<file path="src/source/mem_subsys_pkg.sv">
package mem_subsys_pkg;

    // memory geometry
    localparam int MEM_WORDS = 1024;
    localparam int ADDR_W    = 10;
    localparam int DATA_W    = 32;
    localparam int STRB_W    = 4;

    // request buffering
    localparam int FIFO_DEPTH = 4;
    localparam int FIFO_PTR_W = $clog2(FIFO_DEPTH);
    localparam int FIFO_CNT_W = $clog2(FIFO_DEPTH + 1);

    // cycles of internal reset after rst_n is released
    localparam int RST_HOLD  = 16;
    localparam int RST_CNT_W = $clog2(RST_HOLD + 1);

    typedef logic [ADDR_W-1:0] addr_t;
    typedef logic [DATA_W-1:0] data_t;
    // bit k enables data bits 8k+7:8k
    typedef logic [STRB_W-1:0] strb_t;

    // 47 bits
    typedef struct packed {
        logic  we;
        strb_t be;
        addr_t addr;
        data_t wdata;
    } mem_req_t;

    // 33 bits, rdata is zero for a write
    typedef struct packed {
        logic  we;
        data_t rdata;
    } mem_rsp_t;

    typedef enum logic [1:0] {
        IDLE,
        ACCESS,
        RESPOND
    } bridge_state_t;

endpackage

</file>
<file path="src/source/req_fifo.sv">
`timescale 1ns/10ps

module req_fifo import mem_subsys_pkg::*; (
    input  logic     clk,
    input  logic     rst_n,

    input  logic     in_valid,
    output logic     in_ready,
    input  mem_req_t in_req,

    output logic     out_valid,
    input  logic     out_ready,
    output mem_req_t out_req
);

    mem_req_t entries [FIFO_DEPTH];

    logic [FIFO_PTR_W-1:0] wr_ptr;
    logic [FIFO_PTR_W-1:0] rd_ptr;
    logic [FIFO_CNT_W-1:0] count;
    logic [FIFO_CNT_W-1:0] count_next;

    logic push;
    logic pop;

    assign push = in_valid && in_ready;
    assign pop  = out_valid && out_ready;

    // head entry is presented as soon as it is stored
    assign out_valid = (count != '0);
    assign out_req   = entries[rd_ptr];

    always_comb begin
        count_next = count;
        case ({push, pop})
            2'b10:   count_next = count + 1'b1;
            2'b01:   count_next = count - 1'b1;
            default: count_next = count;
        endcase
    end

    // pointers wrap on their own since depth is a power of two
    always_ff @(posedge clk) begin
        if (!rst_n) begin
            wr_ptr   <= '0;
            rd_ptr   <= '0;
            count    <= '0;
            in_ready <= 1'b0;
        end else begin
            if (push) begin
                wr_ptr <= wr_ptr + 1'b1;
            end
            if (pop) begin
                rd_ptr <= rd_ptr + 1'b1;
            end
            count <= count_next;
            // ready drops only when all entries are held
            in_ready <= (count_next != FIFO_CNT_W'(FIFO_DEPTH));
        end
    end

    // storage
    always_ff @(posedge clk) begin
        if (push) begin
            entries[wr_ptr] <= in_req;
        end
    end

endmodule

</file>
<file path="config.mk">
export PLATFORM = sky130hd
export DESIGN_NAME = req_fifo
export DESIGN_NICKNAME = d
export VERILOG_FILES = /design/src/source/mem_subsys_pkg.sv /design/src/source/req_fifo.sv
export SDC_FILE = /design/constraint.sdc
export NUM_CORES = 1
export LEC_CHECK = 0
export BUFFER_PORTS_ARGS = -buffer_cell sky130_fd_sc_hd__buf_2
export CAP_MARGIN = 0
export CORE_MARGIN = 2
export CORE_UTILIZATION = 61
export DETAILED_ROUTE_END_ITERATION = 8
export PLACE_DENSITY_LB_ADDON = 0.25
export SKIP_LAST_GASP = 1
export SYNTH_ARGS = -nofsm -noshare
export SYNTH_HDL_FRONTEND = slang
export SYNTH_SLANG_ARGS = --single-unit
</file>
<file path="constraint.sdc">
create_clock -name clk -period 4.15 [get_ports clk]
set_input_delay 0.2075 -clock clk [delete_from_list [all_inputs] [get_ports clk]]
set_output_delay 0.2075 -clock clk [all_outputs]
set_load 0.01 [all_outputs]
</file>
==> flow_summary.toml <==
[floorplanning]
die_w_um = 114
pin_count = 100
die-area_um2 = 12900
rows = 40
coreArea_um2 = 11900
start_util_pct = 61.8
die_h_um = 114

[clock_network]
numCtsBuffers = 17
cts-root-buf = "clkbuf_16"
path_clk_slew_ns = 0.07
clk_path_buf_depth = 2
htreeDepth = 4
cts_tree = "yes"
cts.sink_count = 198
postCtsHoldBufs = 32
worst_skew_pair.late_latency_ns = 0.42
postCtsSetupRepairBufs = 0
ctsResizeCount = 0

[layout]
syn2layout_area_growth_pct = 20.2
final_cell_count_no_fill = 605
drive_gt1_share_pct = 40.8
num_antenna_cells = 0
nets = 502
fill_cells = 676

[logic_synthesis]
synth-simple-area-share_pct = 1.36
yosys.area_share.xor_xnor_pct = 0.597
yosys.cell_types.count = 26
ys.warnings.count = 0
synth_flop_cell = "edfxtp_1"
synth_area_leader_cell = "edfxtp_1"
synth_compound_area_share_pct = 0.955
synth_top_area_share_pct = 77.0
synth-seq-area-share_pct = 79.7
synth_seq_cells = 198
yosysMostFrequentCell = "edfxtp_1"
synthArstFlopShare_pct = 0
synth_top_family_by_area = "multiplexers"
syn_inst = 301
ys_top_cells_by_area = "edfxtp_1 (77%), mux4_2 (14%), dfxtp_1 (2.7%), ha_1 (0.85%), buf_12 (0.82%)"
avgSynthCellArea_um2 = 24.4
synthTopCellsByCount = "edfxtp_1 (188), mux4_2 (47), dfxtp_1 (10)"
synth_edf_count = 188
synthMuxAreaShare_pct = 14.4
synth_area_um2 = 7330
synthAdderAreaFrac_pct = 1.13
synth_nets = 358

[hold_path]
holdPathStages = 1
hold_path_end = "entries[1][26]"
min_from = "in_req[26]"
timing.hold.worst.class = "in -> reg"

[timing]
period_share_pct = 58.9
rsz0062_at_grt = "no"
fin_tns_setup_ns = 0
finClkSkew_ns = 0.0167
setup_viol = 0
slew_headroom_pct = 37.2
max_freq_mhz = 409
finalHoldViolCount = 0
post-route-min-period_ns = 2.44
finalMaxSlewViolations = 0
worst_pin_slew_ns = 0.941
worst_slack_ns = 1.71

[pwr]
power.share.switching_pct = 26.9
p_per_area_nw_per_um2 = 593
leakage_nw = 2.99
comb_power_share_pct = 21.4
internal_power_w = 0.00382
seq_power_share_pct = 50.3
p_switching_w = 0.00141
clockPowerShare_pct = 28.4
ir_drop_mv = 0.405

[setup_path]
critPathLaunchType = "register"
r2r_start = "count[0]"
cp.required_ns = 3.94
timing.rr.end = "in_ready"
ff2ff_path_depth = 7
worstSetupEndpointType = "output port"
critPathKind = "reg -> out"
cp_max_fo = 47
cp.arrival_ns = 2.24
rrSetupSlack_ns = 2.05

[global_route]
gr-usage-met3_pct = 5.21
globalRoute.totalOverflow = 0
grt-busiest-layer = "met2"
met2_usage_pct = 34.4
grt_max_degree = 48
use_met1_pct = 28.1
antenna_found_initial = 0
track_usage_pct = 21.2
grt_pass1_vias = 3534
grt_first_pass_wirelength_um = 19600

[routing]
first_iter_violations = 236
viasPerCell = 5.77
drc = 0
num_vias = 3492
firstDrtPassIters = 5
wl_per_cell_um = 21.3
antenna_left = 0
wl_um = 12900

[run_status]
status = "completed"

[placed_design]
dp.final_hpwl_um = 7350
place_inst = 540
place_congestion = 0.720
dp_slack_ns = 2.02
port_buffers = 99

[run]
drv_cap = 0
cell type report:
type | instances | area, µm² | area share, %
sequential | 198 | 5850 | 66.3
multi-input combinational | 85 | 1360 | 15.4
timing repair buffer | 137 | 863 | 9.79
clock buffer | 20 | 447 | 5.06
tap | 147 | 184 | 2.09
clock inverter | 12 | 92.6 | 1.05
inverter | 6 | 22.5 | 0.255
flip-flops by register name, summed over array words and instances, names as in the netlist, named ones only:
signal,flops
rd_ptr,2
count,3
wr_ptr,2
entries,188
in_ready,1
layout by cell type (no fill, tap or decap), drive strengths merged, types with 2 or more instances in the layout:
cell	n
clkinv	4
nor2b	3
nand2	3
dlygate4sd3	33
o311ai	3
ha	5
o21ai	3
or3	2
inv	11
dfxtp	10
xnor2	4
clkinvlp	3
and3	4
a21boi	2
and2	3
mux4	47
edfxtp	188
clkbuf	20
buf	104
per-stage QoR:
| step | total power [W] | utilization [%] | instance area (µm²) | hold slack (ns) |
|---|---|---|---|---|
| after global placement | 0.00374 | 67.0 | 7950 | 0.418 |
| after CTS | 0.00528 | 74.3 | 8810 | 0.000377 |
| after global routing | 0.00545 | 74.4 | 8820 | 0.000931 |
| after detailed placement | 0.00378 | 67.0 | 7950 | 0.424 |
| final | 0.00523 | 74.4 | 8820 | 0.0137 |
| after floorplan | 0.00342 | - | 7330 | 0.306 |
power groups by stage:
stage               Combinational, W  Sequential [W]  Clock (W)
floorplan                   0.000898         0.00252          0
global placement             0.00108         0.00267          0
detailed placement           0.00109         0.00268          0
CTS                          0.00113         0.00264    0.00151
global route                 0.00119         0.00267    0.00159
finish                       0.00112         0.00263    0.00148
layer usage:
layer  vias to the layer above  part of all wire [%]
met2                       108                    52
met3                        19                   4.9
met5                         -                     0
met1                      1812                    41
met4                         0                   2.2
li1                       1553                     -
cell families after synthesis:
group                      after synthesis
AOI/OAI and AO/OA                       10
DFF                                    198
xor gates and xnor gates                 5
adders and majority gates                6
muxes                                   47
and+or+nand+nor                         17
buffers and inverters                   18
worst max-delay path by stage:
stage,from,to,slack [ns],cells after the start
floorplan,wr_ptr[0],entries[2][0],2.03,3
global placement,wr_ptr[0],entries[2][12],2.08,4
detailed placement,count[0],in_ready,2.02,7
CTS,register,out_req[30],1.61,2
global route,register,out_req[30],1.55,2
finish,register,out_req[30],1.71,2
critical path: stages (launching register included):
cell and delay [ns]:
dfxtp_4 0.98, mux4_2 0.65, buf_2 0.17
No activity file was read; power rests on OpenSTA's default activity.
