==> src/source/mem_subsys_pkg.sv <==
package mem_subsys_pkg;

    // memory geometry
    localparam int MEM_WORDS = 1024;
    localparam int ADDR_W    = 10;
    localparam int DATA_W    = 32;
    localparam int STRB_W    = 4;

    // request buffering
    localparam int FIFO_DEPTH = 4;
    localparam int FIFO_PTR_W = $clog2(FIFO_DEPTH);
    localparam int FIFO_CNT_W = $clog2(FIFO_DEPTH + 1);

    // cycles of internal reset after rst_n is released
    localparam int RST_HOLD  = 16;
    localparam int RST_CNT_W = $clog2(RST_HOLD + 1);

    typedef logic [ADDR_W-1:0] addr_t;
    typedef logic [DATA_W-1:0] data_t;
    // bit k enables data bits 8k+7:8k
    typedef logic [STRB_W-1:0] strb_t;

    // 47 bits
    typedef struct packed {
        logic  we;
        strb_t be;
        addr_t addr;
        data_t wdata;
    } mem_req_t;

    // 33 bits, rdata is zero for a write
    typedef struct packed {
        logic  we;
        data_t rdata;
    } mem_rsp_t;

    typedef enum logic [1:0] {
        IDLE,
        ACCESS,
        RESPOND
    } bridge_state_t;

endpackage

==> src/source/mem_bridge.sv <==
`timescale 1ns/10ps

module mem_bridge import mem_subsys_pkg::*; (
    input  logic     clk,
    input  logic     rst_n,

    input  logic     in_valid,
    output logic     in_ready,
    input  mem_req_t in_req,

    output logic     mem_en,
    output logic     mem_we,
    output strb_t    mem_be,
    output addr_t    mem_addr,
    output data_t    mem_wdata,
    input  data_t    mem_rdata,

    output logic     rsp_valid,
    input  logic     rsp_ready,
    output mem_rsp_t rsp
);

    bridge_state_t state;
    mem_req_t      req_q;
    mem_rsp_t      rsp_q;

    // second half of ACCESS, memory output is valid here
    logic access_wait;

    logic pop;
    logic capture;

    assign in_ready  = (state == IDLE);
    assign pop       = in_valid && in_ready;
    assign capture   = (state == ACCESS) && access_wait;

    assign rsp_valid = (state == RESPOND);
    assign rsp       = rsp_q;

    // memory is driven straight from the held request
    assign mem_en    = (state == ACCESS) && !access_wait;
    assign mem_we    = req_q.we;
    assign mem_be    = req_q.be;
    assign mem_addr  = req_q.addr;
    assign mem_wdata = req_q.wdata;

    always_ff @(posedge clk) begin
        if (!rst_n) begin
            state       <= IDLE;
            access_wait <= 1'b0;
        end else begin
            case (state)
                IDLE: begin
                    if (pop) begin
                        state <= ACCESS;
                    end
                end
                ACCESS: begin
                    if (access_wait) begin
                        access_wait <= 1'b0;
                        state       <= RESPOND;
                    end else begin
                        access_wait <= 1'b1;
                    end
                end
                RESPOND: begin
                    // no new pop until the response leaves
                    if (rsp_ready) begin
                        state <= IDLE;
                    end
                end
                default: state <= IDLE;
            endcase
        end
    end

    always_ff @(posedge clk) begin
        if (pop) begin
            req_q <= in_req;
        end
        if (capture) begin
            rsp_q.we    <= req_q.we;
            rsp_q.rdata <= req_q.we ? '0 : mem_rdata;
        end
    end

endmodule

==> config.mk <==
export PLATFORM = sky130hd
export DESIGN_NAME = mem_bridge
export DESIGN_NICKNAME = d
export VERILOG_FILES = /design/src/source/mem_subsys_pkg.sv /design/src/source/mem_bridge.sv
export SDC_FILE = /design/constraint.sdc
export NUM_CORES = 1
export LEC_CHECK = 0
export BUFFER_PORTS_ARGS = -buffer_cell sky130_fd_sc_hd__buf_2
export CORE_MARGIN = 5
export CORE_UTILIZATION = 43
export DETAILED_ROUTE_END_ITERATION = 6
export GPL_ROUTABILITY_DRIVEN = 1
export PLACE_DENSITY = 0.8
export RECOVER_POWER = 100
export SYNTH_ARGS = -nofsm -noshare
export SYNTH_HDL_FRONTEND = slang
export SYNTH_SLANG_ARGS = --single-unit
==> constraint.sdc <==
create_clock -name clk -period 3 [get_ports clk]
set_clock_uncertainty 0.15 [all_clocks]
set_input_delay 0.6 -clock clk [delete_from_list [all_inputs] [get_ports clk]]
set_output_delay 0.6 -clock clk [all_outputs]
set_load 0.02 [all_outputs]
==> summary.md, run 1 <==
| Metric | Value |
|---|---|
| Relative slew slack | `between 20% and 30%` |
| Setup TNS | `0 ns` |
| Worst reg2reg setup slack | `between 0.9 and 1 ns` |
| PwrDens | `slightly above 600 nW/um^2` |
| Crit start category | `register` |
| Post-route DRC | `0` |
| CP max stage delay | `roughly 0.84 ns` |
| CTS clock-pin slew for the worst setup and hold paths | `~0.080 ns` |
| DIE AREA | `around 8200 sq um` |
| Internal | `roughly 1.7 mW` |
| Via count | `between 1500 and 2000` |
| Worst-skew pair later-pin latency | `about 0.33 ns` |
| Worst Hold Path EP | `mem_wdata[9]$_DFFE_PP_` |
| Synth area leader | `edfxtp_1` |
| Synth Area in Compound Gates | `less than 1%` |
| Post-synth EDFFs | `80` |
| Share of power burned in registers | `~60%` |
| Top post-synthesis cells by area | `edfxtp_1 87%, nor2b_1 7.4%, dfxtp_1 2.2%, nand2b_1 1.1%, buf_2 0.54%` |
| RSZ-0062 raised after global routing | `no` |
| XOR/XNOR Fraction of Synth Area | `0%` |
| Clock share of power | `28.8%` |
| WHS | `about 0.28 ns` |
| Worst-margin pin slew | `1.131 ns` |
| Largest family of logic cells by synthesized area | `simple AND/OR/NAND/NOR gates` |
| Ys async rst share | `0%` |
| WP buf/inv | `1` |
| HPWL after DPL | `4996 um` |
| H-tree depth | `3` |
| Clock root cell | `clkbuf_8` |
| CTS Buffer Depth | `2` |
| Most common cell in the netlist | `edfxtp_1` |
| Seq cells post-synth | `83` |
| P_leak | `roughly 1.4 nW` |
| Synth Net Count | `216` |
| Tmin final | `2.020 ns` |
| Area fraction in and, or, nand and nor cells after synthesis | `approximately 9.8%` |
| Crit path max fanout | `47` |
| Pwr Total | `2.272 mW` |
| PortBufs | `approximately 170` |
| First-pass GRT wire length | `a little under 10000 um` |
| Critical Path RT | `between 2 and 3 ns` |
| Sw frac | `about a quarter` |
| Synth cell types | `13` |
| Placed Instances | `375` |
| CTS tree | `built` |
| Worst vdd ir | `between 0.2 and 0.3 mV` |
| Initial antenna violation count | `0` |
| IO Pins | `about 170` |
| Starting DRC count in detailed routing | `39` |
| Post-cts resize count | `0` |
| Switching Power | `between 0.5 and 0.6 mW` |
| Fin. Hold Viols | `0` |
| # rows | `29` |
| Area added between synthesis and finish | `35.40%` |
| Post-synthesis mux area share | `0.3612%` |
| Non-filler instance count after layout | `slightly below 400` |
| Critical path endpoint category | `register` |
| Syn avg cell area | `20.84 sq um` |
| Hold_buf cts | `0` |
| Post-synth top flop | `edfxtp_1` |
| Chip height | `approximately 90 um` |
| Via/cell ratio | `4.600` |
| Vias in the first global route | `between 1500 and 2000` |
| Critical Path, Cell by Cell | `nor2_1 -> and2_2 -> clkbuf_2` |
| Antenna Nets Post-Route | `0` |
| Hold depth | `1` |
| Worst r2r dst | `mem_be[3]$_DFFE_PP_` |
| Hold path startpoint | `in_req[9]` |
| Final #Nets | `between 300 and 400` |
| Num CTS Buffers | `9` |
| Largest net degree at the start of global routing | `48` |
| N_diodes | `0` |
| Status | `complete, no violations` |
| Fin. max-slew vios | `0` |
| CP max stage cell | `clkbuf_2` |
| Share of the synthesized area in the top cell type | `about 87%` |
| Crit Reg-Reg Startpoint | `state[0]$_SDFFE_PN0P_` |
| Fmax | `slightly below 500 MHz` |
| Post-CTS Setup Bufs | `0` |
| Syn Std Cell Area | `around 2800 sq um` |
| Initial Utilization | `43.90%` |
| Fraction of layout instances using a drive strength above 1 | `about a third` |
| Ys Warns | `0` |
| Most common library cells after synthesis | `80 x edfxtp_1, 33 x nor2b_1, 5 x nand2b_1` |
| Number of standard cells after synthesis | `between 100 and 150` |
| Setup Viol. Count Final | `0` |
| Register area share after synthesis | `88.85%` |
| Worst EP arrival | `around 1.8 ns` |
| Pre-Repair DR Iteration Count | `4` |
| Cell family with the largest share of critical-path delay | `buffers and inverters` |
| Gpl congestion | `0.7059` |
| Post-Synth Adder-Cell Area | `0%` |
| Die W | `90.28 um` |
| Core area | `roughly 6300 sq um` |
| CP Launch Point | `state[0]$_SDFFE_PN0P_` |
| Gr ovfl total | `0` |
| Reg2reg path depth | `3` |
| Combinational power share | `10.8%` |
| Critical path class | `reg -> reg` |
| Sink Count | `83` |
| Hold Crit Class | `in -> reg` |
| Max_cap viols | `0` |
| Drt wl/cell | `between 15 and 20 um` |
| DRT Wirelength | `between 6000 and 7000 um` |
| GR Util All Layers | `between 10% and 20%` |
| Fin crit share | `about two thirds` |
[power by group through the flow]
stage / combinational, mW / sequential (mW) / clock, mW
floorplan: 0.0604 / 1.48 / 0
global placement: 0.260 / 1.39 / 0
detailed placement: 0.267 / 1.40 / 0
CTS: 0.267 / 1.37 / 0.677
global route: 0.267 / 1.38 / 0.729
finish: 0.246 / 1.37 / 0.654
[layer usage]
layer	routed length [um]	global-route usage [%]	up-vias
met2	2922	24.09	129
li1	-	-	838
met4	112	7.444	0
met3	962	8.667	10
met1	2452	17.51	817
met5	0	0	-
[area by class of cell]
cell class                      instances  area, sq um
Tap cell                               77        96.34
Sequential cell                        83         2462
Clock inverter                          6        33.78
Multi-Input combinational cell         47        295.3
Clock buffer                            9        123.9
Timing Repair Buffer                  168        740.7
Fill cell                             556         2561
[cells by family (layout without fill, tap and decap cells)]
kind of cell	count (synthesis)	in the layout
DFF	83	83
and+or+nand+nor	44	44
buffers and inverters	3	183
AOI/OAI and AO/OA	2	2
muxes	1	1
[per-stage QoR]
stage | cell area [sq um] | setup WS, ns | util [%]
after floorplan | 2771 | 0.5786 | -
after global placement | 3702 | 1.190 | 58.64
after detailed placement | 3702 | 1.167 | 58.64
after CTS | 3860 | 1.013 | 61.14
after global routing | 3752 | 0.8521 | 59.43
final | 3752 | 0.9799 | 59.43
[flip-flops by register name, indices dropped and copies added, names as in the netlist]
register and count:
access_wait 1, mem_addr 10, mem_be 4, mem_wdata 32, mem_we 1, rsp 33, state 2
[how the worst max path moves through the flow]
stage | end | slack, ns | cells past startpoint
2_1_floorplan | mem_addr[0]$_DFFE_PP_ | 0.58 | 2
3_3_place_gp | mem_wdata[30]$_DFFE_PP_ | 1.19 | 3
3_5_place_dp | mem_wdata[30]$_DFFE_PP_ | 1.17 | 3
4_1_cts | mem_we | 1.01 | 2
5_1_grt | mem_addr[0]$_DFFE_PP_ | 0.85 | 3
6_report | mem_be[3]$_DFFE_PP_ | 0.98 | 3
[cells in the final DEF, fill, tap and decap left out, drive strengths merged]
| cell type | instances |
|---|---|
| clkbuf | 94 |
| buf | 83 |
| edfxtp | 80 |
| nor2b | 33 |
| nand2b | 5 |
| clkinv | 4 |
| dfxtp | 3 |
| nor2 | 2 |
| clkinvlp | 2 |
| and2 | 1 |
| and3b | 1 |
| a21oi | 1 |
| nor3b | 1 |
| o21a | 1 |
| nand2 | 1 |
| mux2i | 1 |
Power figures use the tool's default switching activity.
==> run 2: changes to the inputs <==
==> constraint.sdc (replaced) <==
create_clock -name clk -period 1.9 [get_ports clk]
set_clock_uncertainty 0.15 [all_clocks]
set_input_delay 0.38 -clock clk [delete_from_list [all_inputs] [get_ports clk]]
set_output_delay 0.38 -clock clk [all_outputs]
set_load 0.02 [all_outputs]
==> run 2 against run 1 <==
Compared with the run above:
- sequential power is 58% higher
- utilization is 1.4 points higher
- first-iteration DRC count is 110% higher
- global-route usage is 1.9 points higher
- fmax is 15% higher
- power is 79% higher
- largest power group unchanged
- highest routed layer unchanged
==> summary.md, run 2 (synthesis results as in run 1) <==
| Metric | Value |
|---|---|
| Drt wl/cell | `17.90 um (was 16.54 um)` |
| Setup TNS | `0 ns (unchanged)` |
| CTS Buffer Depth | `2 (unchanged)` |
| Fin. max-slew vios | `0 (unchanged)` |
| Tmin final | `1.759 ns (was 2.020 ns)` |
| HPWL after DPL | `5449 um (was 4996 um)` |
| DRT Wirelength | `7034 um (was 6449 um)` |
| Setup Viol. Count Final | `0 (unchanged)` |
| Fraction of layout instances using a drive strength above 1 | `31.33% (was 31.63%)` |
| PortBufs | `165 (unchanged)` |
| M2 GR Usage | `29.33% (was 24.09%)` |
| H-tree depth | `3 (unchanged)` |
| Status | `complete, no violations (unchanged)` |
| Die W | `90.28 um (unchanged)` |
| Chip height | `90.28 um (unchanged)` |
| Pwr Total | `4.058 mW (was 2.272 mW)` |
| Clock root cell | `clkbuf_8 (unchanged)` |
| Reg2reg path depth | `3 (unchanged)` |
| Critical Path, Cell by Cell | `nor2_1 -> and2_4 -> clkbuf_4 (was nor2_1 -> and2_2 -> clkbuf_2)` |
| Via/cell ratio | `4.636 (was 4.600)` |
| P_leak | `1.448 nW (was 1.403 nW)` |
| Pre-Repair DR Iteration Count | `6 (was 4)` |
| Max reg flops | `33 (unchanged)` |
| Worst vdd ir | `0.5509 mV (was 0.2948 mV)` |
| First-pass GRT wire length | `10740 um (was 9763 um)` |
| CP max stage cell | `clkbuf_4 (was clkbuf_2)` |
| Commonest non-fill, non-tap cells in the layout | `87 x clkbuf_1, 83 x buf_2, 80 x edfxtp_1 (was 84 x clkbuf_1, 81 x buf_2, 80 x edfxtp_1)` |
| Post-route DRC | `0 (unchanged)` |
| Worst-margin pin slew | `0.7123 ns (was 1.131 ns)` |
| Top Usage Layer GRT | `met2 (unchanged)` |
| Num CTS Buffers | `9 (unchanged)` |
| Met3 usage | `6.417% (was 8.667%)` |
| Largest net degree at the start of global routing | `35 (was 48)` |
| PwrDens | `1057 nW/um^2 (was 605.5 nW/um^2)` |
| Fin crit share | `92.57% (was 67.34%)` |
| Core area | `6314 sq um (unchanged)` |
| Hold depth | `1 (unchanged)` |
| Hold Crit Class | `in -> reg (unchanged)` |
| Sink Count | `83 (unchanged)` |
| Commonest non-fill, non-tap cell in the layout | `clkbuf_1 (unchanged)` |
| Final #Nets | `394 (was 392)` |
| Fmax | `568.6 MHz (was 495.0 MHz)` |
| CTS clock-pin slew for the worst setup and hold paths | `0.08 ns (about the same)` |
| Post-cts resize count | `0 (unchanged)` |
| DIE AREA | `8150 sq um (unchanged)` |
| GR Util All Layers | `17.47% (was 15.60%)` |
| CP max stage delay | `0.43 ns (was 0.84 ns)` |
| CTS tree | `built (unchanged)` |
| RSZ-0062 raised after global routing | `no (unchanged)` |
| Initial Utilization | `43.90% (unchanged)` |
| Worst-skew pair later-pin latency | `0.34 ns (was 0.33 ns)` |
| Worst reg2reg setup slack | `0.14 ns (was 0.98 ns)` |
| Gr ovfl total | `0 (unchanged)` |
| Critical path endpoint category | `register (unchanged)` |
| Area added between synthesis and finish | `38.56% (was 35.40%)` |
| Via count | `1822 (was 1794)` |
| Critical path class | `reg -> reg (unchanged)` |
| Initial antenna violation count | `0 (unchanged)` |
| Hold_buf cts | `0 (unchanged)` |
| Worst EP arrival | `1.61 ns (was 1.83 ns)` |
| Antenna Nets Post-Route | `0 (unchanged)` |
| Relative slew slack | `52.51% (was 24.60%)` |
| Crit start category | `register (unchanged)` |
| Max_cap viols | `0 (unchanged)` |
| Gpl congestion | `0.7213 (was 0.7059)` |
| Critical Path RT | `1.76 ns (was 2.81 ns)` |
| Starting DRC count in detailed routing | `83 (was 39)` |
| Fin. Hold Viols | `0 (unchanged)` |
| # rows | `29 (unchanged)` |
| Crit path max fanout | `28 (was 47)` |
| Vias in the first global route | `1851 (was 1878)` |
| IO Pins | `166 (unchanged)` |
| GR met1 Demand/Resource | `19.50% (was 17.51%)` |
| N_diodes | `0 (unchanged)` |
| Post-CTS Setup Bufs | `0 (unchanged)` |
==> run 2: cell count changes in the layout (fill, tap and decap cells not counted) <==
| cell | before | now |
|---|---|---|
| bufinv_16 | 0 | 3 |
| clkbuf_2 | 1 | 0 |
| clkinvlp_4 | 2 | 0 |
| buf_4 | 2 | 0 |
| buf_2 | 81 | 83 |
| clkinv_2 | 3 | 0 |
| clkbuf_1 | 84 | 87 |
| and2_2 | 1 | 0 |
| inv_6 | 0 | 2 |
| clkbuf_4 | 0 | 1 |
| and2_4 | 0 | 1 |
==> run 2: metrics by stage <==
stage	hold slack [ns]	instance area [sq um]	utilization [%]	std cells	setup WS [ns]
final	0.05652	3840	60.82	393	0.1412
after global routing	0.02378	3840	60.82	393	0.07102
after CTS	0.03563	3983	63.08	393	0.1948
after detailed placement	0.3405	3744	59.29	377	0.4026
after global placement	0.3356	3744	59.29	377	0.4627
after floorplan	0.3129	2774	-	133	0.06828
==> run 2: worst paths after layout <==
kind                                                 end                      from
worst max-delay path             mem_wdata[16]$_DFFE_PP_     state[0]$_SDFFE_PN0P_
worst min-delay path             mem_wdata[17]$_DFFE_PP_                in_req[17]
worst max register to register   mem_wdata[16]$_DFFE_PP_     state[0]$_SDFFE_PN0P_
worst min register to register  access_wait$_SDFFE_PN0N_  access_wait$_SDFFE_PN0N_
==> run 2: cell type report <==
cell class                 count  area, sq um
tap                           77        96.34
multi-input combinational     47        296.5
fill                         535         2474
clock inverter                 6        111.4
timing repair buffer         170        745.7
sequential                    83         2462
clock buffer                  10        127.6
==> run 2: critical path, delay by kind of cell, from the launching register on <==
kind	cells	cell delay, ns
buffers and inverters	1	0.43
flip-flops	1	0.36
AND/OR/NAND/NOR	2	0.47
==> run 2: per-layer routing <==
| layer | share of wire, % | up-vias |
|---|---|---|
| met5 | 0 | - |
| met4 | 2.3 | 0 |
| met3 | 9.2 | 13 |
| met2 | 51 | 113 |
| met1 | 37 | 855 |
| li1 | - | 841 |
==> run 2: power breakdown <==
group / leakage, nW / internal, mW / total (mW) / switching [mW]
clock network: 0.119 / 0.879 / 1.50 / 0.616
registers: 0.778 / 2.13 / 2.17 / 0.0368
logic: 0.551 / 0.130 / 0.394 / 0.264
