==> config.mk <==
export PLATFORM = sky130hd
export DESIGN_NAME = rst_stretch
export DESIGN_NICKNAME = d
export VERILOG_FILES = /design/src/source/mem_subsys_pkg.sv /design/src/source/rst_stretch.sv
export SDC_FILE = /design/constraint.sdc
export NUM_CORES = 1
export LEC_CHECK = 0
export BUFFER_PORTS_ARGS = -buffer_cell sky130_fd_sc_hd__buf_4
export CORE_AREA = 2 2 39 41
export CTS_CLUSTER_DIAMETER = 200
export DETAILED_ROUTE_END_ITERATION = 8
export DIE_AREA = 0 0 41 43
export PLACE_DENSITY = 0.45
export SKIP_CTS_REPAIR_TIMING = 1
export SYNTH_ARGS = -nofsm -noshare
export SYNTH_HDL_FRONTEND = slang
export SYNTH_SLANG_ARGS = --single-unit
==> constraint.sdc <==
create_clock -name clk -period 1.45 [get_ports clk]
set_clock_uncertainty 0.2 [all_clocks]
set_input_delay 0.0725 -clock clk [delete_from_list [all_inputs] [get_ports clk]]
set_output_delay 0.0725 -clock clk [all_outputs]
set_load 0.02 [all_outputs]
==> src/source/mem_subsys_pkg.sv <==
package mem_subsys_pkg;

    // memory geometry
    localparam int MEM_WORDS = 1024;
    localparam int ADDR_W    = 10;
    localparam int DATA_W    = 32;
    localparam int STRB_W    = 4;

    // request buffering
    localparam int FIFO_DEPTH = 4;
    localparam int FIFO_PTR_W = $clog2(FIFO_DEPTH);
    localparam int FIFO_CNT_W = $clog2(FIFO_DEPTH + 1);

    // cycles of internal reset after rst_n is released
    localparam int RST_HOLD  = 16;
    localparam int RST_CNT_W = $clog2(RST_HOLD + 1);

    typedef logic [ADDR_W-1:0] addr_t;
    typedef logic [DATA_W-1:0] data_t;
    // bit k enables data bits 8k+7:8k
    typedef logic [STRB_W-1:0] strb_t;

    // 47 bits
    typedef struct packed {
        logic  we;
        strb_t be;
        addr_t addr;
        data_t wdata;
    } mem_req_t;

    // 33 bits, rdata is zero for a write
    typedef struct packed {
        logic  we;
        data_t rdata;
    } mem_rsp_t;

    typedef enum logic [1:0] {
        IDLE,
        ACCESS,
        RESPOND
    } bridge_state_t;

endpackage

==> src/source/rst_stretch.sv <==
`timescale 1ns/10ps

module rst_stretch import mem_subsys_pkg::*; (
    input  logic clk,
    input  logic rst_n,
    output logic rst_int_n
);

    logic [RST_CNT_W-1:0] count;

    // counter restarts on every assertion of rst_n
    always_ff @(posedge clk) begin
        if (!rst_n) begin
            count     <= '0;
            rst_int_n <= 1'b0;
        end else begin
            if (count == RST_CNT_W'(RST_HOLD)) begin
                // hold released, count stays parked
                rst_int_n <= 1'b1;
            end else begin
                count <= count + 1'b1;
            end
        end
    end

endmodule

==> flow_metrics.py, run 1 <==
metrics = {
    "die": {
        "dieArea_sq_mm": 0.00176,
        "rows": 14,
        "boundaryPins": 3,
        "coreArea_sq_mm": 0.00138,
        "fp.dieH_um": 43,
        "initial_core_util_pct": 20.6,
        "die_w_um": 41,
    },
    "timing": {
        "setup_viol": 0,
        "min_period_over_period_pct": 92.2,
        "fmax_mhz": 748,
        "fin_crit_ns": 1.34,
        "slew_headroom_pct": 89.8,
        "finalMaxSlewViolations": 0,
        "worst_slew_pin_slew_ns": 0.149,
        "rsz0062_at_grt": "no",
        "fin_tns_setup_ns": 0,
        "fin_ws_ns": 0.113,
        "hold_violations": 0,
    },
    "flow_run": {
        "max_cap_viol_count": 0,
    },
    "setup_path": {
        "reg2reg_slack_ns": 0.11,
        "cp.arrival_ns": 1.27,
        "critPathRequiredTime_ns": 1.39,
        "ff2ff_path_depth": 4,
        "cp_slowest_cell": "dfxtp_1",
        "path_cells": "inv_1 -> ha_1 -> and4bb_4 -> o21a_1",
        "path_max_fanout": 6,
        "reg2reg_from": "count[0]",
        "cp-end-kind": "register",
        "cp_top_family": "flip-flops",
        "cpPeakStageDelay_ns": 0.39,
        "worstSetupStartpointType": "register",
        "r2r_end": "rst_int_n",
        "crit_buf_inv": 1,
        "path_class": "register to register",
    },
    "yosys": {
        "synth_common_cells": "6 x dfxtp_1, 4 x nand2_1, 3 x mux2i_1",
        "yosysMostFrequentCell": "dfxtp_1",
        "ys.flop_type": "dfxtp_1",
        "ys_seq_elements": 6,
        "synth.area.top_cells": "dfxtp_1 42%, mux2i_1 11%, ha_1 8.8%, and4bb_4 5.7%, nand2_1 5.3%",
        "syn_avg_cell_area_sq_um": 10.2,
        "synth_nets": 32,
        "synth_cells": 28,
        "ys_warn_count": 0,
        "yosys.area.top_type_share_pct": 42.1,
        "synth_top_area_cell": "dfxtp_1",
        "syn_area_sq_um": 285,
        "ys_async_sr_fraction_pct": 0,
        "synth.distinct_cells": 15,
        "yosysSeqAreaShare_pct": 42.1,
        "synth_edf_count": 0,
    },
    "clock_tree": {
        "cts.sinks": 6,
        "clk_pin_slew_ns": 0.04,
        "cts-root-buf": "clkbuf_4",
        "htree_num_levels": 1,
        "cts_tree": "built",
        "clockBufferDepth": 2,
        "numCtsBuffers": 3,
        "clk_latency_ns": 0.24,
    },
    "layout": {
        "multi_input_area_sq_um": 158,
        "fin_nets": 40,
        "num-fill-cells": 148,
        "stdcell_area_sq_um": 353,
        "fin_cells": 50,
        "area_growth_pct": 23.7,
        "regArea_sq_um": 120,
        "diodes": 0,
        "drive_gt1_share_pct": 23.5,
    },
    "power": {
        "powerDensity_mw_per_mm2": 1040,
        "p_comb_share_pct": 8.5,
        "p_int_uw": 283,
        "irDropWorstVdd_v": 0.000500,
        "p_leak_nw": 0.140,
        "clkPwrFrac_pct": 41.8,
        "p_switching_uw": 82.6,
        "seq_power_share_pct": 49.7,
        "switching_share_pct": 22.6,
    },
    "routing": {
        "vias": 212,
        "wl_per_cell_um": 9.32,
        "dr.pass1.iters": 1,
        "ant_nets": 0,
        "drc": 0,
        "viasPerCell": 4.24,
        "routed_wl_um": 466,
        "drt_iter0_drc": 0,
    },
    "global_route": {
        "grt_pass1_wl_um": 814,
        "grt.total_usage_pct": 7.62,
        "antenna_found_initial": 0,
        "grt_max_degree": 10,
        "grt_pass1_vias": 205,
        "overflow": 0,
    },
    "placement": {
        "hpwl_um": 328,
        "place.port_buffers": 2,
        "placed_area_sq_um": 320,
        "pre_cts_slack_ns": 0.114,
        "gp_congestion": 0.686,
        "dp.cells": 46,
    },
    "hold_path": {
        "holdPathEnd": "rst_int_n",
        "hp-start": "rst_int_n",
        "hold_depth": 1,
        "hp-class": "register to register",
    },
    "run_status": {
        "status": "completed",
    },
}
-- worst reg2reg max path, cell delays in order (launching register included) --
cell      delay (ns)
dfxtp_1         0.39
inv_1           0.06
ha_1            0.20
and4bb_4        0.22
o21a_1          0.16
-- worst max-delay path by stage --
stage	endpoint	depth (start not counted)	slack, ns	start
6_report	rst_int_n	4	0.11	count[0]
5_1_grt	rst_int_n	4	0.07	count[0]
4_1_cts	count[0]	4	0.11	count[0]
3_5_place_dp	count[0]	4	0.11	count[0]
3_3_place_gp	rst_int_n	4	0.13	count[0]
2_1_floorplan	rst_int_n	4	0.18	count[0]
-- sequential cells by signal, indices dropped and copies added, names as in the netlist --
name / count
rst_int_n: 1
count: 5
-- power by group through the flow --
stage	logic, mW	registers, mW	clock network (mW)
after global routing	0.0360	0.183	0.171
after floorplan	0.0205	0.183	0
after global placement	0.0280	0.184	0
after CTS	0.0298	0.182	0.162
after detailed placement	0.0290	0.185	0
final	0.0309	0.182	0.153
-- cell type report --
| class | instances | share of cell area (%) |
|---|---|---|
| repair buffers | 3 | 7.09 |
| multi-input cells | 20 | 44.7 |
| flip-flops and latches | 6 | 34.0 |
| well taps | 16 | 5.67 |
| clock buffers | 3 | 6.38 |
| inverters | 2 | 2.13 |
-- layer usage --
layer / wire (um) / vias up / global-route usage [%]
met4: 8 / 0 / 10.0
li1: - / 109 / -
met5: 0 / - / 0
met2: 234 / 3 / 10.3
met1: 207 / 98 / 7.05
met3: 15 / 2 / 3.14
-- metrics by stage --
step | hold slack [ns] | total power [mW] | util, %
6_report | 0.263 | 0.366 | 25.5
5_1_grt | 0.289 | 0.390 | 25.5
4_1_cts | -0.0963 | 0.374 | 24.8
3_5_place_dp | 0.154 | 0.214 | 23.1
3_3_place_gp | 0.146 | 0.212 | 23.1
2_1_floorplan | -0.00996 | 0.203 | -
-- cell usage in the layout, fill, tap and decap left out, types with 2 or more instances in the layout --
master,synthesis,routed
dfxtp_1,6,6
nand2_1,4,4
mux2i_1,3,3
clkbuf_4,0,3
inv_1,2,2
nand2b_1,2,2
ha_1,2,2
buf_4,0,2
-- kinds of logic after synthesis --
logic type | synth area share, %
simple gates | 26.7
mux | 10.5
fa+ha+maj | 8.77
flops | 42.1
buf+inv | 2.63
xor+xnor | 3.07
compound gates | 6.14
(Power assumes the default switching activity.)
==> inputs of run 2 (changes only) <==
--- a/config.mk
+++ b/config.mk
@@ -6,11 +6,13 @@
 export NUM_CORES = 1
 export LEC_CHECK = 0
 export BUFFER_PORTS_ARGS = -buffer_cell sky130_fd_sc_hd__buf_4
+export CAP_MARGIN = 0
 export CORE_AREA = 2 2 39 41
 export CTS_CLUSTER_DIAMETER = 200
 export DETAILED_ROUTE_END_ITERATION = 8
 export DIE_AREA = 0 0 41 43
 export PLACE_DENSITY = 0.45
+export RECOVER_POWER = 25
 export SKIP_CTS_REPAIR_TIMING = 1
 export SYNTH_ARGS = -nofsm -noshare
 export SYNTH_HDL_FRONTEND = slang
==> flow_metrics.py, run 2 (synthesis results as in run 1) <==
metrics = {
    "layout": {
        "largestRegisters": "count (5), rst_int_n (1)",
        "layout_commonest_cell": "dfxtp_1",
        "largest_register_ff_count": 5,
        "area_growth_pct": 22.4,
        "mostFrequentLayoutCells": "6 x dfxtp_1, 4 x nand2_1, 3 x mux2i_1, 3 x clkbuf_4",
        "regMostFlops": "count",
        "drive_gt1_share_pct": 20.6,
        "fin_nets": 40,
        "diodes": 0,
    },
    "timing": {
        "setup_viol": 0,
        "fin_crit_ns": 1.34,
        "fmax_mhz": 748,
        "fin_tns_setup_ns": 0,
        "slew_headroom_pct": 83.5,
        "rsz0062_at_grt": "no",
        "worst_slew_pin_slew_ns": 0.248,
        "finalMaxSlewViolations": 0,
        "hold_violations": 0,
        "min_period_over_period_pct": 92.2,
        "fin_ws_ns": 0.113,
    },
    "setup_path": {
        "reg2reg_slack_ns": 0.11,
        "r2r_end": "rst_int_n",
        "critPathRequiredTime_ns": 1.39,
        "ff2ff_path_depth": 4,
        "worstSetupStartpointType": "register",
        "reg2reg_from": "count[0]",
        "crit_start": "count[0]",
        "path_max_fanout": 6,
        "path_cells": "inv_1 -> ha_1 -> and4bb_4 -> o21a_1",
        "cpPeakStageDelay_ns": 0.39,
        "cp.arrival_ns": 1.27,
        "cp_slowest_cell": "dfxtp_1",
        "cp-end-kind": "register",
        "path_class": "register to register",
        "worstSetupEndpoint": "rst_int_n",
    },
    "routing": {
        "routed_wl_um": 470,
        "drt_iter0_drc": 0,
        "wl_per_cell_um": 9.40,
        "ant_nets": 0,
        "viasPerCell": 4.22,
        "vias": 211,
        "drc": 0,
        "dr.pass1.iters": 1,
    },
    "placement": {
        "place.port_buffers": 2,
        "pre_cts_slack_ns": 0.114,
        "gp_congestion": 0.686,
        "hpwl_um": 328,
    },
    "power": {
        "p_leak_nw": 0.135,
        "p_switching_uw": 82.6,
        "clkPwrFrac_pct": 41.8,
        "switching_share_pct": 22.6,
        "p_comb_share_pct": 8.5,
        "irDropWorstVdd_v": 0.000500,
        "powerDensity_mw_per_mm2": 1050,
        "p_int_uw": 283,
        "seq_power_share_pct": 49.7,
    },
    "die": {
        "rows": 14,
        "coreArea_sq_mm": 0.00138,
        "initial_core_util_pct": 20.6,
        "boundaryPins": 3,
        "die_w_um": 41,
        "dieArea_sq_mm": 0.00176,
        "fp.dieH_um": 43,
    },
    "hold_path": {
        "hp-class": "register to register",
    },
    "global_route": {
        "overflow": 0,
        "grt.total_usage_pct": 7.62,
        "grt_max_degree": 10,
        "grt_pass1_wl_um": 814,
        "grt_pass1_vias": 205,
        "antenna_found_initial": 0,
    },
    "run_status": {
        "status": "completed",
    },
    "clock_tree": {
        "cts_tree": "built",
        "clk_pin_slew_ns": 0.04,
        "clockBufferDepth": 2,
        "cts.sinks": 6,
        "cts-root-buf": "clkbuf_4",
        "htree_num_levels": 1,
        "numCtsBuffers": 3,
        "clk_latency_ns": 0.24,
    },
    "flow_run": {
        "max_cap_viol_count": 0,
    },
}
==> run 2: cell types whose count changed in the layout (fill, tap and decap cells not counted), sizes merged <==
| cell | before | now |
|---|---|---|
| buf | 2 | 1 |
| clkbuf | 3 | 4 |
==> run 2: cell type report <==
cell class                      count  area (sq um)
Fill cell                         150          1030
Multi-Input combinational cell     20           158
Sequential cell                     6           120
Clock buffer                        3          22.5
Timing Repair Buffer                3          21.3
Tap cell                           16          20.0
Inverter                            2          7.51
==> run 2: metrics by stage <==
step | util [%] | std cells | hold slack [ns] | cell area (sq um) | power, mW
after floorplan | - | 28 | -0.00996 | 285 | 0.203
after global placement | 23.1 | 46 | 0.146 | 320 | 0.212
after detailed placement | 23.1 | 46 | 0.154 | 320 | 0.214
after CTS | 24.8 | 49 | -0.0963 | 343 | 0.374
after global routing | 25.2 | 50 | 0.287 | 349 | 0.390
final | 25.2 | 50 | 0.263 | 349 | 0.366
==> run 2: power by group through the flow <==
stage	clock network, mW	registers, mW	logic, mW
after floorplan	0	0.183	0.0205
after global placement	0	0.184	0.0280
after detailed placement	0	0.185	0.0290
after CTS	0.162	0.182	0.0298
after global routing	0.171	0.183	0.0360
final	0.153	0.182	0.0309
==> run 2: worst max-delay path, delay by kind of cell, from the launching register on <==
family	cells	cell delay [ns]
simple gates	1	0.22
fa+ha+maj	1	0.20
flops	1	0.39
buf+inv	1	0.06
compound gates	1	0.16
==> run 2: routing by layer <==
metal,GRT usage [%],vias up,wire length (um)
met5,0,-,0
li1,-,109,-
met1,7.05,97,212
met4,10.0,0,8
met2,10.3,3,234
met3,3.14,2,15
==> run 2: worst min path at each step <==
stage / startpoint / to / slack, ns / depth (start not counted)
after floorplan: rst_n / rst_int_n / -0.01 / 1
after global placement: rst_n / rst_int_n / 0.15 / 2
after detailed placement: rst_n / rst_int_n / 0.15 / 2
after CTS: rst_n / rst_int_n / -0.1 / 2
after global routing: rst_int_n / rst_int_n / 0.29 / 1
final: rst_int_n / rst_int_n / 0.26 / 1
==> inputs of run 3 (changes only) <==
--- a/config.mk
+++ b/config.mk
@@ -11,7 +11,7 @@
 export CTS_CLUSTER_DIAMETER = 200
 export DETAILED_ROUTE_END_ITERATION = 8
 export DIE_AREA = 0 0 41 43
-export PLACE_DENSITY = 0.45
+export PLACE_DENSITY = 0.34
 export RECOVER_POWER = 25
 export SKIP_CTS_REPAIR_TIMING = 1
 export SYNTH_ARGS = -nofsm -noshare
==> flow_metrics.py, run 3 (synthesis results as in run 1) <==
metrics = {
    "power": {
        "p_int_uw": 285,
        "p_comb_share_pct": 9.4,
        "switching_share_pct": 22.6,
        "p_leak_nw": 0.140,
        "seq_power_share_pct": 49.0,
        "p_switching_uw": 83.3,
        "irDropWorstVdd_v": 0.000320,
        "clkPwrFrac_pct": 41.6,
        "powerDensity_mw_per_mm2": 1030,
        "totalPowerFinal_uw": 369,
    },
    "die": {
        "rows": 14,
        "dieArea_sq_mm": 0.00176,
        "fp.dieH_um": 43,
        "initial_core_util_pct": 20.6,
        "coreArea_sq_mm": 0.00138,
        "die_w_um": 41,
        "boundaryPins": 3,
    },
    "routing": {
        "routed_wl_um": 473,
        "viasPerCell": 4.18,
        "drc": 0,
        "dr.pass1.iters": 2,
        "drt_iter0_drc": 1,
        "ant_nets": 0,
        "vias": 213,
        "wl_per_cell_um": 9.27,
    },
    "timing": {
        "min_period_over_period_pct": 90.6,
        "worst_slew_pin_slew_ns": 0.249,
        "fin_ws_ns": 0.137,
        "finalMaxSlewViolations": 0,
        "fmax_mhz": 761,
        "fin_tns_setup_ns": 0,
        "hold_violations": 0,
        "fin_crit_ns": 1.31,
        "rsz0062_at_grt": "no",
        "setup_viol": 0,
        "slew_headroom_pct": 83.5,
    },
    "setup_path": {
        "critPathRequiredTime_ns": 1.38,
        "path_class": "register to register",
        "worstSetupStartpointType": "register",
        "cp_slowest_cell": "dfxtp_1",
        "reg2reg_from": "count[1]",
        "path_max_fanout": 5,
        "cp-end-kind": "register",
        "crit_start": "count[1]",
        "path_cells": "inv_1 -> ha_1 -> and4bb_4 -> o21a_1",
        "cpPeakStageDelay_ns": 0.39,
        "cp.arrival_ns": 1.24,
    },
    "layout": {
        "stdcell_area_sq_um": 357,
        "largest_register_ff_count": 5,
        "finish.utilization_pct": 25.8,
        "layout_commonest_cell": "dfxtp_1",
        "largestRegisters": "count (5), rst_int_n (1)",
        "mostFrequentLayoutCells": "6 x dfxtp_1, 4 x nand2_1, 3 x mux2i_1, 3 x clkbuf_4",
        "num-fill-cells": 151,
        "area_growth_pct": 25.0,
        "regMostFlops": "count",
        "fin_nets": 41,
        "drive_gt1_share_pct": 22.9,
        "diodes": 0,
    },
    "hold_path": {
        "hp-start": "rst_int_n",
        "hp-class": "register to register",
    },
    "global_route": {
        "overflow": 0,
        "grt_pass1_vias": 201,
        "grt_pass1_wl_um": 883,
        "antenna_found_initial": 0,
        "grt.total_usage_pct": 8.25,
        "grt_max_degree": 10,
    },
    "flow_run": {
        "max_cap_viol_count": 0,
    },
    "run_status": {
        "status": "completed",
    },
    "clock_tree": {
        "clk_pin_slew_ns": 0.04,
        "numCtsBuffers": 3,
        "clk_latency_ns": 0.25,
        "htree_num_levels": 1,
        "cts_tree": "built",
        "clockBufferDepth": 2,
        "cts.sinks": 6,
        "cts-root-buf": "clkbuf_4",
    },
    "placement": {
        "gp_congestion": 0.752,
        "pre_cts_slack_ns": 0.136,
        "place.port_buffers": 2,
        "placed_area_sq_um": 328,
        "hpwl_um": 356,
    },
}
[run 3: cell count changes in the layout (fill, tap and decap cells not counted)]
cell	previous run	this run
buf_4	1	2
[run 3: power groups by stage]
stage	clock [mW]	combinational [mW]	sequential, mW
5_1_grt	0.178	0.0408	0.182
6_report	0.153	0.0346	0.181
3_5_place_dp	0	0.0333	0.184
4_1_cts	0.164	0.0334	0.180
3_3_place_gp	0	0.0324	0.184
2_1_floorplan	0	0.0205	0.183
[run 3: final timing paths]
| kind | endpoint | slack, ns | cells after the start |
|---|---|---|---|
| min reg2reg | rst_int_n | 0.26 | 1 |
| max reg2reg | rst_int_n | 0.14 | 4 |
| max | rst_int_n | 0.14 | 4 |
| min | rst_int_n | 0.26 | 1 |
[run 3: layout make-up]
type	count	area (sq um)	area share [%]
Inverter	2	7.51	2.11
Tap cell	16	20.0	5.61
Sequential cell	6	120	33.7
Clock buffer	3	22.5	6.32
Timing Repair Buffer	4	28.8	8.07
Multi-Input combinational cell	20	158	44.2
[run 3: per-stage QoR]
step	std cells	hold WS (ns)
2_1_floorplan	28	-0.00996
3_3_place_gp	47	0.154
3_5_place_dp	47	0.166
4_1_cts	50	-0.0919
5_1_grt	51	0.291
6_report	51	0.260
[run 3: routing by layer]
metal | global-route usage, % | wire [um]
met4 | 10.0 | 0
met3 | 3.14 | 15
met2 | 8.75 | 241
met5 | 0 | 0
met1 | 10.7 | 216
[run 3: worst max-delay path: cells and delay by family, from the launching register on]
family / cells / cell delay [ns]
AOI/OAI and AO/OA: 1 / 0.16
adders and majority gates: 1 / 0.17
buffers and inverters: 1 / 0.06
DFF: 1 / 0.39
and+or+nand+nor: 1 / 0.22
